File: config.mk
export PLATFORM = sky130hd
export DESIGN_NAME = vi_exe_core
export DESIGN_NICKNAME = d
export VERILOG_FILES = /design/src/source/vi_pkg.sv /design/src/source/vi_result_if.sv /design/src/source/vi_exe_core.sv /design/src/source/vi_int_alu.sv /design/src/source/vi_int_registers.sv /design/src/source/vi_issue.sv /design/src/source/vi_mult_pipe.sv /design/src/source/vi_write_back.sv
export SDC_FILE = /design/constraint.sdc
export NUM_CORES = 2
export LEC_CHECK = 0
export CAP_MARGIN = 20
export CORE_MARGIN = 8
export CORE_UTILIZATION = 35
export CTS_CLUSTER_DIAMETER = 100
export DETAILED_ROUTE_END_ITERATION = 8
export DONT_BUFFER_PORTS = 1
export PLACE_DENSITY_LB_ADDON = 0.1
export SYNTH_ARGS = -nofsm -noshare
export SYNTH_HDL_FRONTEND = slang
export SYNTH_SLANG_ARGS = --single-unit
File: constraint.sdc
create_clock -name clk_i -period 14.3 [get_ports clk_i]
set_input_delay 1.43 -clock clk_i [delete_from_list [all_inputs] [get_ports clk_i]]
set_output_delay 1.43 -clock clk_i [all_outputs]
set_load 0.1 [all_outputs]
File: src/source/vi_pkg.sv
// Data widths, opcodes, funct7 codes, ALU operation enum and instruction word union
package vi_pkg;

	localparam int unsigned XLEN       = 32;
	localparam int unsigned REG_ADDR_W = 5;

	// Default depth of the multiply path
	localparam int unsigned MULT_STAGES_DEFAULT = 5;

	typedef logic [XLEN-1:0]       xlen_t;
	typedef logic [REG_ADDR_W-1:0] reg_addr_t;
	typedef logic [6:0]            opcode_t;

	localparam opcode_t OPC_OP     = 7'b0110011;
	localparam opcode_t OPC_OP_IMM = 7'b0010011;
	localparam opcode_t OPC_LUI    = 7'b0110111;

	localparam logic [6:0] FUNCT7_MUL = 7'b0000001;
	// Selects sub and sra
	localparam logic [6:0] FUNCT7_ALT = 7'b0100000;

	typedef enum logic [3:0] {
		ALU_ADD,
		ALU_SUB,
		ALU_SLL,
		ALU_SLT,
		ALU_SLTU,
		ALU_XOR,
		ALU_SRL,
		ALU_SRA,
		ALU_OR,
		ALU_AND,
		ALU_PASS_B
	} alu_op_e;

	typedef struct packed {
		logic [6:0] funct7;
		reg_addr_t  rs2;
		reg_addr_t  rs1;
		logic [2:0] funct3;
		reg_addr_t  rd;
		opcode_t    opcode;
	} r_type_t;

	typedef struct packed {
		logic [11:0] imm;
		reg_addr_t   rs1;
		logic [2:0]  funct3;
		reg_addr_t   rd;
		opcode_t     opcode;
	} i_type_t;

	// Same 32-bit word seen as register or immediate format
	typedef union packed {
		r_type_t r;
		i_type_t i;
	} instr_u;

endpackage

File: src/source/vi_result_if.sv
// Result bundle from an execution path to write-back, with producer and consumer modports
`timescale 1ns/1ps

interface vi_result_if;

	logic              valid;
	vi_pkg::reg_addr_t rd;
	vi_pkg::xlen_t     data;
	vi_pkg::xlen_t     pc;
	logic              illegal;

	modport producer (
		output valid,
		output rd,
		output data,
		output pc,
		output illegal
	);

	modport consumer (
		input valid,
		input rd,
		input data,
		input pc,
		input illegal
	);

endinterface

File: src/source/vi_exe_core.sv
// Execute and write-back core top level: issue, register file, ALU, multiply, write-back
`timescale 1ns/1ps

module vi_exe_core #(
	parameter int unsigned MULT_STAGES = vi_pkg::MULT_STAGES_DEFAULT
) (
	input  logic              clk_i,
	input  logic              rst_n_i,
	input  logic              issue_valid_i,
	input  vi_pkg::xlen_t     issue_instr_i,
	input  vi_pkg::xlen_t     issue_pc_i,
	output logic              issue_stall_o,
	output logic              retire_valid_o,
	output vi_pkg::xlen_t     retire_pc_o,
	output vi_pkg::reg_addr_t retire_rd_o,
	output vi_pkg::xlen_t     retire_data_o,
	output logic              retire_illegal_o
);

	vi_pkg::reg_addr_t      rf_raddr_a;
	vi_pkg::reg_addr_t      rf_raddr_b;
	vi_pkg::xlen_t          rf_rdata_a;
	vi_pkg::xlen_t          rf_rdata_b;
	logic                   rf_we;
	vi_pkg::reg_addr_t      rf_waddr;
	vi_pkg::xlen_t          rf_wdata;

	// Issue to the execution paths
	logic                   alu_go;
	logic                   mul_go;
	vi_pkg::alu_op_e        ex_op;
	vi_pkg::xlen_t          ex_operand_a;
	vi_pkg::xlen_t          ex_operand_b;
	vi_pkg::reg_addr_t      ex_rd;
	vi_pkg::xlen_t          ex_pc;
	logic                   ex_illegal;

	// In-flight destinations back to issue
	logic                   alu_busy;
	vi_pkg::reg_addr_t      alu_rd;
	logic [MULT_STAGES-1:0] mul_busy;
	vi_pkg::reg_addr_t      mul_rd [MULT_STAGES];

	vi_result_if alu_res ();
	vi_result_if mul_res ();

	vi_issue #(
		.MULT_STAGES (MULT_STAGES)
	) u_issue (
		.issue_valid_i (issue_valid_i),
		.issue_instr_i (issue_instr_i),
		.issue_pc_i    (issue_pc_i),
		.read_addr_a_o (rf_raddr_a),
		.read_addr_b_o (rf_raddr_b),
		.read_data_a_i (rf_rdata_a),
		.read_data_b_i (rf_rdata_b),
		.alu_busy_i    (alu_busy),
		.alu_rd_i      (alu_rd),
		.mul_busy_i    (mul_busy),
		.mul_rd_i      (mul_rd),
		.issue_stall_o (issue_stall_o),
		.alu_go_o      (alu_go),
		.mul_go_o      (mul_go),
		.op_o          (ex_op),
		.operand_a_o   (ex_operand_a),
		.operand_b_o   (ex_operand_b),
		.rd_o          (ex_rd),
		.pc_o          (ex_pc),
		.illegal_o     (ex_illegal)
	);

	vi_int_registers u_int_registers (
		.clk_i          (clk_i),
		.rst_n_i        (rst_n_i),
		.read_addr_a_i  (rf_raddr_a),
		.read_addr_b_i  (rf_raddr_b),
		.read_data_a_o  (rf_rdata_a),
		.read_data_b_o  (rf_rdata_b),
		.write_enable_i (rf_we),
		.write_addr_i   (rf_waddr),
		.write_data_i   (rf_wdata)
	);

	vi_int_alu u_int_alu (
		.clk_i       (clk_i),
		.rst_n_i     (rst_n_i),
		.go_i        (alu_go),
		.op_i        (ex_op),
		.operand_a_i (ex_operand_a),
		.operand_b_i (ex_operand_b),
		.rd_i        (ex_rd),
		.pc_i        (ex_pc),
		.illegal_i   (ex_illegal),
		.busy_o      (alu_busy),
		.rd_o        (alu_rd),
		.res         (alu_res.producer)
	);

	vi_mult_pipe #(
		.MULT_STAGES (MULT_STAGES)
	) u_mult_pipe (
		.clk_i       (clk_i),
		.rst_n_i     (rst_n_i),
		.go_i        (mul_go),
		.operand_a_i (ex_operand_a),
		.operand_b_i (ex_operand_b),
		.rd_i        (ex_rd),
		.pc_i        (ex_pc),
		.busy_o      (mul_busy),
		.rd_o        (mul_rd),
		.res         (mul_res.producer)
	);

	vi_write_back u_write_back (
		.clk_i            (clk_i),
		.rst_n_i          (rst_n_i),
		.alu_res          (alu_res.consumer),
		.mul_res          (mul_res.consumer),
		.reg_we_o         (rf_we),
		.reg_waddr_o      (rf_waddr),
		.reg_wdata_o      (rf_wdata),
		.retire_valid_o   (retire_valid_o),
		.retire_pc_o      (retire_pc_o),
		.retire_rd_o      (retire_rd_o),
		.retire_data_o    (retire_data_o),
		.retire_illegal_o (retire_illegal_o)
	);

endmodule

File: src/source/vi_int_alu.sv
// Single-stage integer ALU with registered result and illegal flag
`timescale 1ns/1ps

module vi_int_alu (
	input  logic              clk_i,
	input  logic              rst_n_i,
	input  logic              go_i,
	input  vi_pkg::alu_op_e   op_i,
	input  vi_pkg::xlen_t     operand_a_i,
	input  vi_pkg::xlen_t     operand_b_i,
	input  vi_pkg::reg_addr_t rd_i,
	input  vi_pkg::xlen_t     pc_i,
	input  logic              illegal_i,
	output logic              busy_o,
	output vi_pkg::reg_addr_t rd_o,
	vi_result_if.producer     res
);

	vi_pkg::xlen_t result;
	logic [4:0]    shamt;

	assign shamt = operand_b_i[4:0];

	always_comb begin
		case (op_i)
			vi_pkg::ALU_ADD:    result = operand_a_i + operand_b_i;
			vi_pkg::ALU_SUB:    result = operand_a_i - operand_b_i;
			vi_pkg::ALU_SLL:    result = operand_a_i << shamt;
			vi_pkg::ALU_SLT:    result = {31'b0, $signed(operand_a_i) < $signed(operand_b_i)};
			vi_pkg::ALU_SLTU:   result = {31'b0, operand_a_i < operand_b_i};
			vi_pkg::ALU_XOR:    result = operand_a_i ^ operand_b_i;
			vi_pkg::ALU_SRL:    result = operand_a_i >> shamt;
			vi_pkg::ALU_SRA:    result = $unsigned($signed(operand_a_i) >>> shamt);
			vi_pkg::ALU_OR:     result = operand_a_i | operand_b_i;
			vi_pkg::ALU_AND:    result = operand_a_i & operand_b_i;
			vi_pkg::ALU_PASS_B: result = operand_b_i;
			default:            result = '0;
		endcase
	end

	always_ff @(posedge clk_i) begin
		if (!rst_n_i) begin
			res.valid   <= 1'b0;
			res.rd      <= '0;
			res.data    <= '0;
			res.pc      <= '0;
			res.illegal <= 1'b0;
		end else begin
			res.valid   <= go_i;
			res.rd      <= rd_i;
			res.data    <= result;
			res.pc      <= pc_i;
			res.illegal <= illegal_i;
		end
	end

	// Occupied stage, seen by the issue hazard check
	assign busy_o = res.valid;
	assign rd_o   = res.rd;

endmodule

File: src/source/vi_int_registers.sv
// Integer register file, two combinational read ports and one write port
`timescale 1ns/1ps

module vi_int_registers (
	input  logic              clk_i,
	input  logic              rst_n_i,
	input  vi_pkg::reg_addr_t read_addr_a_i,
	input  vi_pkg::reg_addr_t read_addr_b_i,
	output vi_pkg::xlen_t     read_data_a_o,
	output vi_pkg::xlen_t     read_data_b_o,
	input  logic              write_enable_i,
	input  vi_pkg::reg_addr_t write_addr_i,
	input  vi_pkg::xlen_t     write_data_i
);

	// x0 has no storage
	vi_pkg::xlen_t regs [1:31];

	always_ff @(posedge clk_i) begin
		if (!rst_n_i) begin
			for (int r = 1; r < 32; r++) begin
				regs[r] <= '0;
			end
		end else if (write_enable_i && (write_addr_i != '0)) begin
			regs[write_addr_i] <= write_data_i;
		end
	end

	assign read_data_a_o = (read_addr_a_i == '0) ? '0 : regs[read_addr_a_i];
	assign read_data_b_o = (read_addr_b_i == '0) ? '0 : regs[read_addr_b_i];

endmodule

File: src/source/vi_issue.sv
// Issue stage: decode, operand read, hazard and collision stall, dispatch to ALU or multiply
`timescale 1ns/1ps

module vi_issue #(
	parameter int unsigned MULT_STAGES = vi_pkg::MULT_STAGES_DEFAULT
) (
	input  logic                   issue_valid_i,
	input  vi_pkg::xlen_t          issue_instr_i,
	input  vi_pkg::xlen_t          issue_pc_i,
	output vi_pkg::reg_addr_t      read_addr_a_o,
	output vi_pkg::reg_addr_t      read_addr_b_o,
	input  vi_pkg::xlen_t          read_data_a_i,
	input  vi_pkg::xlen_t          read_data_b_i,
	input  logic                   alu_busy_i,
	input  vi_pkg::reg_addr_t      alu_rd_i,
	input  logic [MULT_STAGES-1:0] mul_busy_i,
	input  vi_pkg::reg_addr_t      mul_rd_i [MULT_STAGES],
	output logic                   issue_stall_o,
	output logic                   alu_go_o,
	output logic                   mul_go_o,
	output vi_pkg::alu_op_e        op_o,
	output vi_pkg::xlen_t          operand_a_o,
	output vi_pkg::xlen_t          operand_b_o,
	output vi_pkg::reg_addr_t      rd_o,
	output vi_pkg::xlen_t          pc_o,
	output logic                   illegal_o
);

	vi_pkg::instr_u instr;
	logic           alu_ok;
	logic           is_mul;
	logic           use_rs1;
	logic           use_rs2;
	logic           use_imm;
	logic           is_lui;
	logic           need_a;
	logic           need_b;
	logic           hazard;
	logic           collision;
	logic           accept;

	assign instr = issue_instr_i;

	always_comb begin
		op_o    = vi_pkg::ALU_ADD;
		alu_ok  = 1'b0;
		is_mul  = 1'b0;
		use_rs1 = 1'b0;
		use_rs2 = 1'b0;
		use_imm = 1'b0;
		is_lui  = 1'b0;
		case (instr.r.opcode)
			vi_pkg::OPC_OP: begin
				use_rs1 = 1'b1;
				use_rs2 = 1'b1;
				if (instr.r.funct7 == vi_pkg::FUNCT7_MUL) begin
					is_mul = (instr.r.funct3 == 3'b000);
				end else if (instr.r.funct7 == 7'b0) begin
					alu_ok = 1'b1;
					case (instr.r.funct3)
						3'b000: op_o = vi_pkg::ALU_ADD;
						3'b001: op_o = vi_pkg::ALU_SLL;
						3'b010: op_o = vi_pkg::ALU_SLT;
						3'b011: op_o = vi_pkg::ALU_SLTU;
						3'b100: op_o = vi_pkg::ALU_XOR;
						3'b101: op_o = vi_pkg::ALU_SRL;
						3'b110: op_o = vi_pkg::ALU_OR;
						default: op_o = vi_pkg::ALU_AND;
					endcase
				end else if (instr.r.funct7 == vi_pkg::FUNCT7_ALT) begin
					if (instr.r.funct3 == 3'b000) begin
						op_o   = vi_pkg::ALU_SUB;
						alu_ok = 1'b1;
					end else if (instr.r.funct3 == 3'b101) begin
						op_o   = vi_pkg::ALU_SRA;
						alu_ok = 1'b1;
					end
				end
			end
			vi_pkg::OPC_OP_IMM: begin
				use_rs1 = 1'b1;
				use_imm = 1'b1;
				alu_ok  = 1'b1;
				case (instr.i.funct3)
					3'b000: op_o = vi_pkg::ALU_ADD;
					3'b010: op_o = vi_pkg::ALU_SLT;
					3'b011: op_o = vi_pkg::ALU_SLTU;
					3'b100: op_o = vi_pkg::ALU_XOR;
					3'b110: op_o = vi_pkg::ALU_OR;
					3'b111: op_o = vi_pkg::ALU_AND;
					// Shift amounts sit in the rs2 field, upper bits decoded as funct7
					3'b001: begin
						op_o   = vi_pkg::ALU_SLL;
						alu_ok = (instr.r.funct7 == 7'b0);
					end
					default: begin
						op_o   = (instr.r.funct7 == vi_pkg::FUNCT7_ALT) ?
							vi_pkg::ALU_SRA : vi_pkg::ALU_SRL;
						alu_ok = (instr.r.funct7 == 7'b0) ||
							(instr.r.funct7 == vi_pkg::FUNCT7_ALT);
					end
				endcase
			end
			vi_pkg::OPC_LUI: begin
				op_o   = vi_pkg::ALU_PASS_B;
				is_lui = 1'b1;
				alu_ok = 1'b1;
			end
			default: begin
			end
		endcase
	end

	assign read_addr_a_o = instr.r.rs1;
	assign read_addr_b_o = instr.r.rs2;

	assign operand_a_o = read_data_a_i;
	assign operand_b_o = is_lui  ? {instr.i.imm, instr.i.rs1, instr.i.funct3, 12'b0} :
	                     use_imm ? {{20{instr.i.imm[11]}}, instr.i.imm} :
	                               read_data_b_i;

	// Only legal instructions wait for their sources
	assign need_a = use_rs1 && (alu_ok || is_mul) && (instr.r.rs1 != '0);
	assign need_b = use_rs2 && (alu_ok || is_mul) && (instr.r.rs2 != '0);

	always_comb begin
		hazard = alu_busy_i && ((need_a && (instr.r.rs1 == alu_rd_i)) ||
			(need_b && (instr.r.rs2 == alu_rd_i)));
		for (int s = 0; s < MULT_STAGES; s++) begin
			if (mul_busy_i[s] && ((need_a && (instr.r.rs1 == mul_rd_i[s])) ||
				(need_b && (instr.r.rs2 == mul_rd_i[s])))) begin
				hazard = 1'b1;
			end
		end
	end

	// ALU result would meet the multiply leaving its last stage
	assign collision = !is_mul && mul_busy_i[MULT_STAGES-2];

	assign issue_stall_o = issue_valid_i && (hazard || collision);
	assign accept        = issue_valid_i && !issue_stall_o;
	assign alu_go_o      = accept && !is_mul;
	assign mul_go_o      = accept && is_mul;

	assign rd_o      = instr.r.rd;
	assign pc_o      = issue_pc_i;
	assign illegal_o = !(alu_ok || is_mul);

endmodule

File: src/source/vi_mult_pipe.sv
// Multiply pipeline of MULT_STAGES stages exposing in-flight destinations
`timescale 1ns/1ps

module vi_mult_pipe #(
	parameter int unsigned MULT_STAGES = vi_pkg::MULT_STAGES_DEFAULT
) (
	input  logic                   clk_i,
	input  logic                   rst_n_i,
	input  logic                   go_i,
	input  vi_pkg::xlen_t          operand_a_i,
	input  vi_pkg::xlen_t          operand_b_i,
	input  vi_pkg::reg_addr_t      rd_i,
	input  vi_pkg::xlen_t          pc_i,
	output logic [MULT_STAGES-1:0] busy_o,
	output vi_pkg::reg_addr_t      rd_o [MULT_STAGES],
	vi_result_if.producer          res
);

	logic [MULT_STAGES-1:0] valid_q;
	vi_pkg::reg_addr_t      rd_q   [MULT_STAGES];
	vi_pkg::xlen_t          data_q [MULT_STAGES];
	vi_pkg::xlen_t          pc_q   [MULT_STAGES];
	vi_pkg::xlen_t          product_lo;

	// Only the low word of the product is kept
	assign product_lo = operand_a_i * operand_b_i;

	always_ff @(posedge clk_i) begin
		if (!rst_n_i) begin
			valid_q <= '0;
			for (int s = 0; s < MULT_STAGES; s++) begin
				rd_q[s]   <= '0;
				data_q[s] <= '0;
				pc_q[s]   <= '0;
			end
		end else begin
			valid_q[0] <= go_i;
			rd_q[0]    <= rd_i;
			data_q[0]  <= product_lo;
			pc_q[0]    <= pc_i;
			for (int s = 1; s < MULT_STAGES; s++) begin
				valid_q[s] <= valid_q[s-1];
				rd_q[s]    <= rd_q[s-1];
				data_q[s]  <= data_q[s-1];
				pc_q[s]    <= pc_q[s-1];
			end
		end
	end

	assign busy_o = valid_q;
	assign rd_o   = rd_q;

	assign res.valid   = valid_q[MULT_STAGES-1];
	assign res.rd      = rd_q[MULT_STAGES-1];
	assign res.data    = data_q[MULT_STAGES-1];
	assign res.pc      = pc_q[MULT_STAGES-1];
	assign res.illegal = 1'b0;

endmodule

File: src/source/vi_write_back.sv
// Write-back merge of ALU and multiply results into register write and retire report
`timescale 1ns/1ps

module vi_write_back (
	input  logic              clk_i,
	input  logic              rst_n_i,
	vi_result_if.consumer     alu_res,
	vi_result_if.consumer     mul_res,
	output logic              reg_we_o,
	output vi_pkg::reg_addr_t reg_waddr_o,
	output vi_pkg::xlen_t     reg_wdata_o,
	output logic              retire_valid_o,
	output vi_pkg::xlen_t     retire_pc_o,
	output vi_pkg::reg_addr_t retire_rd_o,
	output vi_pkg::xlen_t     retire_data_o,
	output logic              retire_illegal_o
);

	logic          any_valid;
	logic          sel_illegal;
	vi_pkg::xlen_t sel_pc;

	// Issue keeps the two paths from finishing together
	assign any_valid   = alu_res.valid || mul_res.valid;
	assign reg_waddr_o = mul_res.valid ? mul_res.rd      : alu_res.rd;
	assign reg_wdata_o = mul_res.valid ? mul_res.data    : alu_res.data;
	assign sel_illegal = mul_res.valid ? mul_res.illegal : alu_res.illegal;
	assign sel_pc      = mul_res.valid ? mul_res.pc      : alu_res.pc;

	assign reg_we_o = any_valid && !sel_illegal && (reg_waddr_o != '0);

	always_ff @(posedge clk_i) begin
		if (!rst_n_i) begin
			retire_valid_o   <= 1'b0;
			retire_pc_o      <= '0;
			retire_rd_o      <= '0;
			retire_data_o    <= '0;
			retire_illegal_o <= 1'b0;
		end else begin
			retire_valid_o   <= any_valid;
			retire_pc_o      <= sel_pc;
			retire_rd_o      <= reg_waddr_o;
			retire_data_o    <= reg_wdata_o;
			retire_illegal_o <= any_valid && sel_illegal;
		end
	end

endmodule

==> flow_summary.ini <==
[setup_path]
crit_path_end_kind = flop
cp.depth = 31
rr_endpoint = u_mult_pipe.data_q[0][31]
reg2reg_depth = 30
critPathLaunchType = input port
cp_slowest_cell = o22ai_1
rrSetupSlack_ns = 4.41
worstPathArrival_ns = 12.16
cp_data_required_time_ns = 15.02
cpPeakStageDelay_ns = 0.99
path_class = in -> reg
critPathBufInv = 6
regToRegStartpoint = u_int_registers.regs[12][8]
cp_max_fo = 98
startpoint = issue_instr_i[22]
cp_top_family = adder cells
cp-endpoint = u_mult_pipe.data_q[0][31]

[final_layout]
final_cell_count_no_fill = 11285
layout-drive-gt1-share_pct = 15.3
fin_util_pct = 39.0
final_common_cell = nor2_1
fillers = 24839
syn_to_final_growth_pct = 11.2
final_nets = 8434
final_cell_mix = nor2_1, edfxtp_1, inv_1

[clocking]
postCtsSetupRepairBufs = 0
cts_tree = built
cts_root_buffer = clkbuf_16
hold_buffers = 0
htreeDepth = 4
ctsResizeCount = 0
ctsLongestPathBuffers = 3
cts_buffers = 176
path_clk_slew_ns = 0.06
cts_sinks = 1478
clock_latency_ns = 0.87

[global_routing]
grt_max_degree = 380
grt_antenna_before_repair = 16
grt.total_usage_pct = 28.8
grt_overflow_total = 0
grt_pass1_vias = 66603
grt_pass1_wl_um = 551000

[route]
wl_um = 403000
dr.pass1.iters = 7
drtAntennaViolNets = 0
vias_per_cell = 5.91
drtIter0Drc = 8244
route.vias.total = 66649
wl_per_cell_um = 35.7
post-route-drc-count = 0

[sta]
rsz0062_at_grt = false
fin_setup_tns_ns = 0
fmax_mhz = 87.4
period_share_pct = 80.0
hold_violations = 0
setup_viol = 0
setup_slack_ns = 2.86
worst_slew_pin_slew_ns = 1.52
relSlewSlack_pct = -1.08
fin_skew_ns = 0.0779
slew_violations = 18
finalCriticalPeriod_ns = 11.44

[die]
initial_core_util_pct = 35.1
core_um2 = 256000
die_w_um = 522
die_area_um2 = 273000
dieHeight_um = 522
io_pins = 139
rows = 186

[power]
pwr-share-seq_pct = 24.8
clkPwrFrac_pct = 22.6
ir_worst_vdd_v = 0.000594
switching_power_uw = 8660
pwr-share-comb_pct = 52.6
power.density_nw_per_um2 = 207
p_leak_uw = 0.0383
intPower_uw = 12000
p_sw_share_pct = 42.0

[synthesis]
synthCells = 7924
synth_edf_count = 1023
synth-seq-area-share_pct = 44.4
synth_cell_type_count = 110
yosys_most_used_dff = edfxtp_1
async_reset_ff_share_pct = 0
synth_seq_cells = 1478
yosysWarnings = 0
syn_area_um2 = 89700
syn_avg_cell_area_um2 = 11.3
yosysTopAreaCell = edfxtp_1
synthTopCellsByArea = edfxtp_1, mux4_2, dfxtp_1
netlist.area_leader.share_pct = 34.3

[placement]
dp.cells = 10941
portBuffers = 0
place.gp.congestion = 0.955
dp_slack_ns = 2.40
hpwl_um = 258000

[run]
maxCapViolCount = 0

[min_path]
holdCritPathClass = reg -> reg
min_from = u_mult_pipe.data_q[0][65]

[outcome]
violations = slew limit
status = finished, violations left
[registers in the layout, indices dropped and copies added (netlist names)]
register and cells:
u_int_alu.busy_o 1, u_int_alu.res.data 32, u_int_alu.res.illegal 1, u_int_alu.res.pc 31, u_int_registers.regs 1023, u_mult_pipe.busy_o 5
u_mult_pipe.data_q 160, u_mult_pipe.pc_q 129, u_mult_pipe.rd_o 20, u_mult_pipe.res.rd 5, u_write_back.retire_data_o 32, u_write_back.retire_illegal_o 1
u_write_back.retire_pc_o 32, u_write_back.retire_rd_o 5, u_write_back.retire_valid_o 1
[power groups by stage]
| stage | clock network [µW] | logic [µW] | registers [µW] |
|---|---|---|---|
| after floorplan | 0 | 7520 | 5120 |
| after global placement | 0 | 10900 | 5200 |
| after detailed placement | 0 | 10900 | 5200 |
| after CTS | 4750 | 10900 | 5110 |
| after global routing | 4910 | 11900 | 5130 |
| final | 4660 | 10900 | 5110 |
[kinds of logic (layout without fill, tap and decap cells)]
| family | Yosys count | after routing | synth area share [%] |
|---|---|---|---|
| simple gates | 2750 | 2750 | 13.2 |
| buf+inv | 1235 | 1166 | 5.81 |
| fa+ha+maj | 630 | 630 | 12.2 |
| mux | 826 | 826 | 16.3 |
| compound gates | 859 | 859 | 6.55 |
| xor+xnor | 145 | 145 | 1.49 |
| flops | 1478 | 1478 | 44.4 |
| other cells | 1 | 47 | 0.00418 |
[worst reg2reg max path, delay by kind of cell (launching register included)]
family | cells | cell delay (ns)
buf+inv | 4 | 0.72
mux | 2 | 0.99
compound gates | 3 | 1.16
simple gates | 2 | 0.29
flops | 1 | 0.38
xor+xnor | 11 | 2.42
fa+ha+maj | 8 | 3.81
[cell type report]
type	instances	area (µm²)	area share, %
antenna	16	40.0	0.0402
clock buffer	247	4980	4.99
clock inverter	79	1020	1.03
inverter	612	2310	2.31
multi-input combinational	5241	45500	45.7
sequential	1478	39800	40.0
tap	3384	4230	4.25
timing repair buffer	228	1750	1.75
[routing by layer]
| layer | routed length [µm] | up-vias | track usage (%) |
|---|---|---|---|
| met2 | 185000 | 3695 | 46.5 |
| met4 | 28200 | 8 | 16.5 |
| met5 | 52 | - | 0 |
| li1 | - | 27205 | - |
| met1 | 156000 | 34705 | 36.0 |
| met3 | 33000 | 1036 | 5.93 |
[worst min-delay path by stage]
stage,to,slack [ns],cells after the start
2_1_floorplan,u_mult_pipe.data_q[0][100],0.41,1
3_3_place_gp,u_mult_pipe.pc_q[0][123],0.41,1
3_5_place_dp,u_mult_pipe.data_q[0][128],0.42,1
4_1_cts,u_mult_pipe.data_q[0][97],0.41,1
5_1_grt,u_mult_pipe.data_q[0][97],0.42,1
6_report,u_mult_pipe.data_q[0][97],0.41,1
[cells in the mapped netlist (21+ instances only)]
cell	number
nor2_1	1620
edfxtp_1	1023
inv_1	597
nand2_1	509
mux4_2	491
dfxtp_1	455
fa_1	410
clkbuf_1	398
and2_1	341
mux2i_1	278
ha_1	220
a21oi_1	213
o21ai_0	127
buf_2	103
xnor2_1	94
a22oi_1	81
nor3_1	59
nand3_1	52
buf_1	46
xor2_1	46
buf_4	45
mux2_2	41
o22ai_1	41
a211oi_1	35
a31oi_1	33
a21o_1	31
nor2b_1	29
nand4_1	27
buf_6	25
o211ai_1	25
o21bai_1	25
a32oi_1	22
nand2b_1	21
[per-stage QoR]
stage | area, µm² | power [µW] | hold slack [ns]
3_3_place_gp | 93600 | 16100 | 0.413
3_5_place_dp | 93600 | 16100 | 0.417
4_1_cts | 99600 | 20800 | 0.411
6_report | 99700 | 20600 | 0.411
2_1_floorplan | 89800 | 12600 | 0.412
5_1_grt | 99700 | 22000 | 0.423
Power figures use the tool's default switching activity.
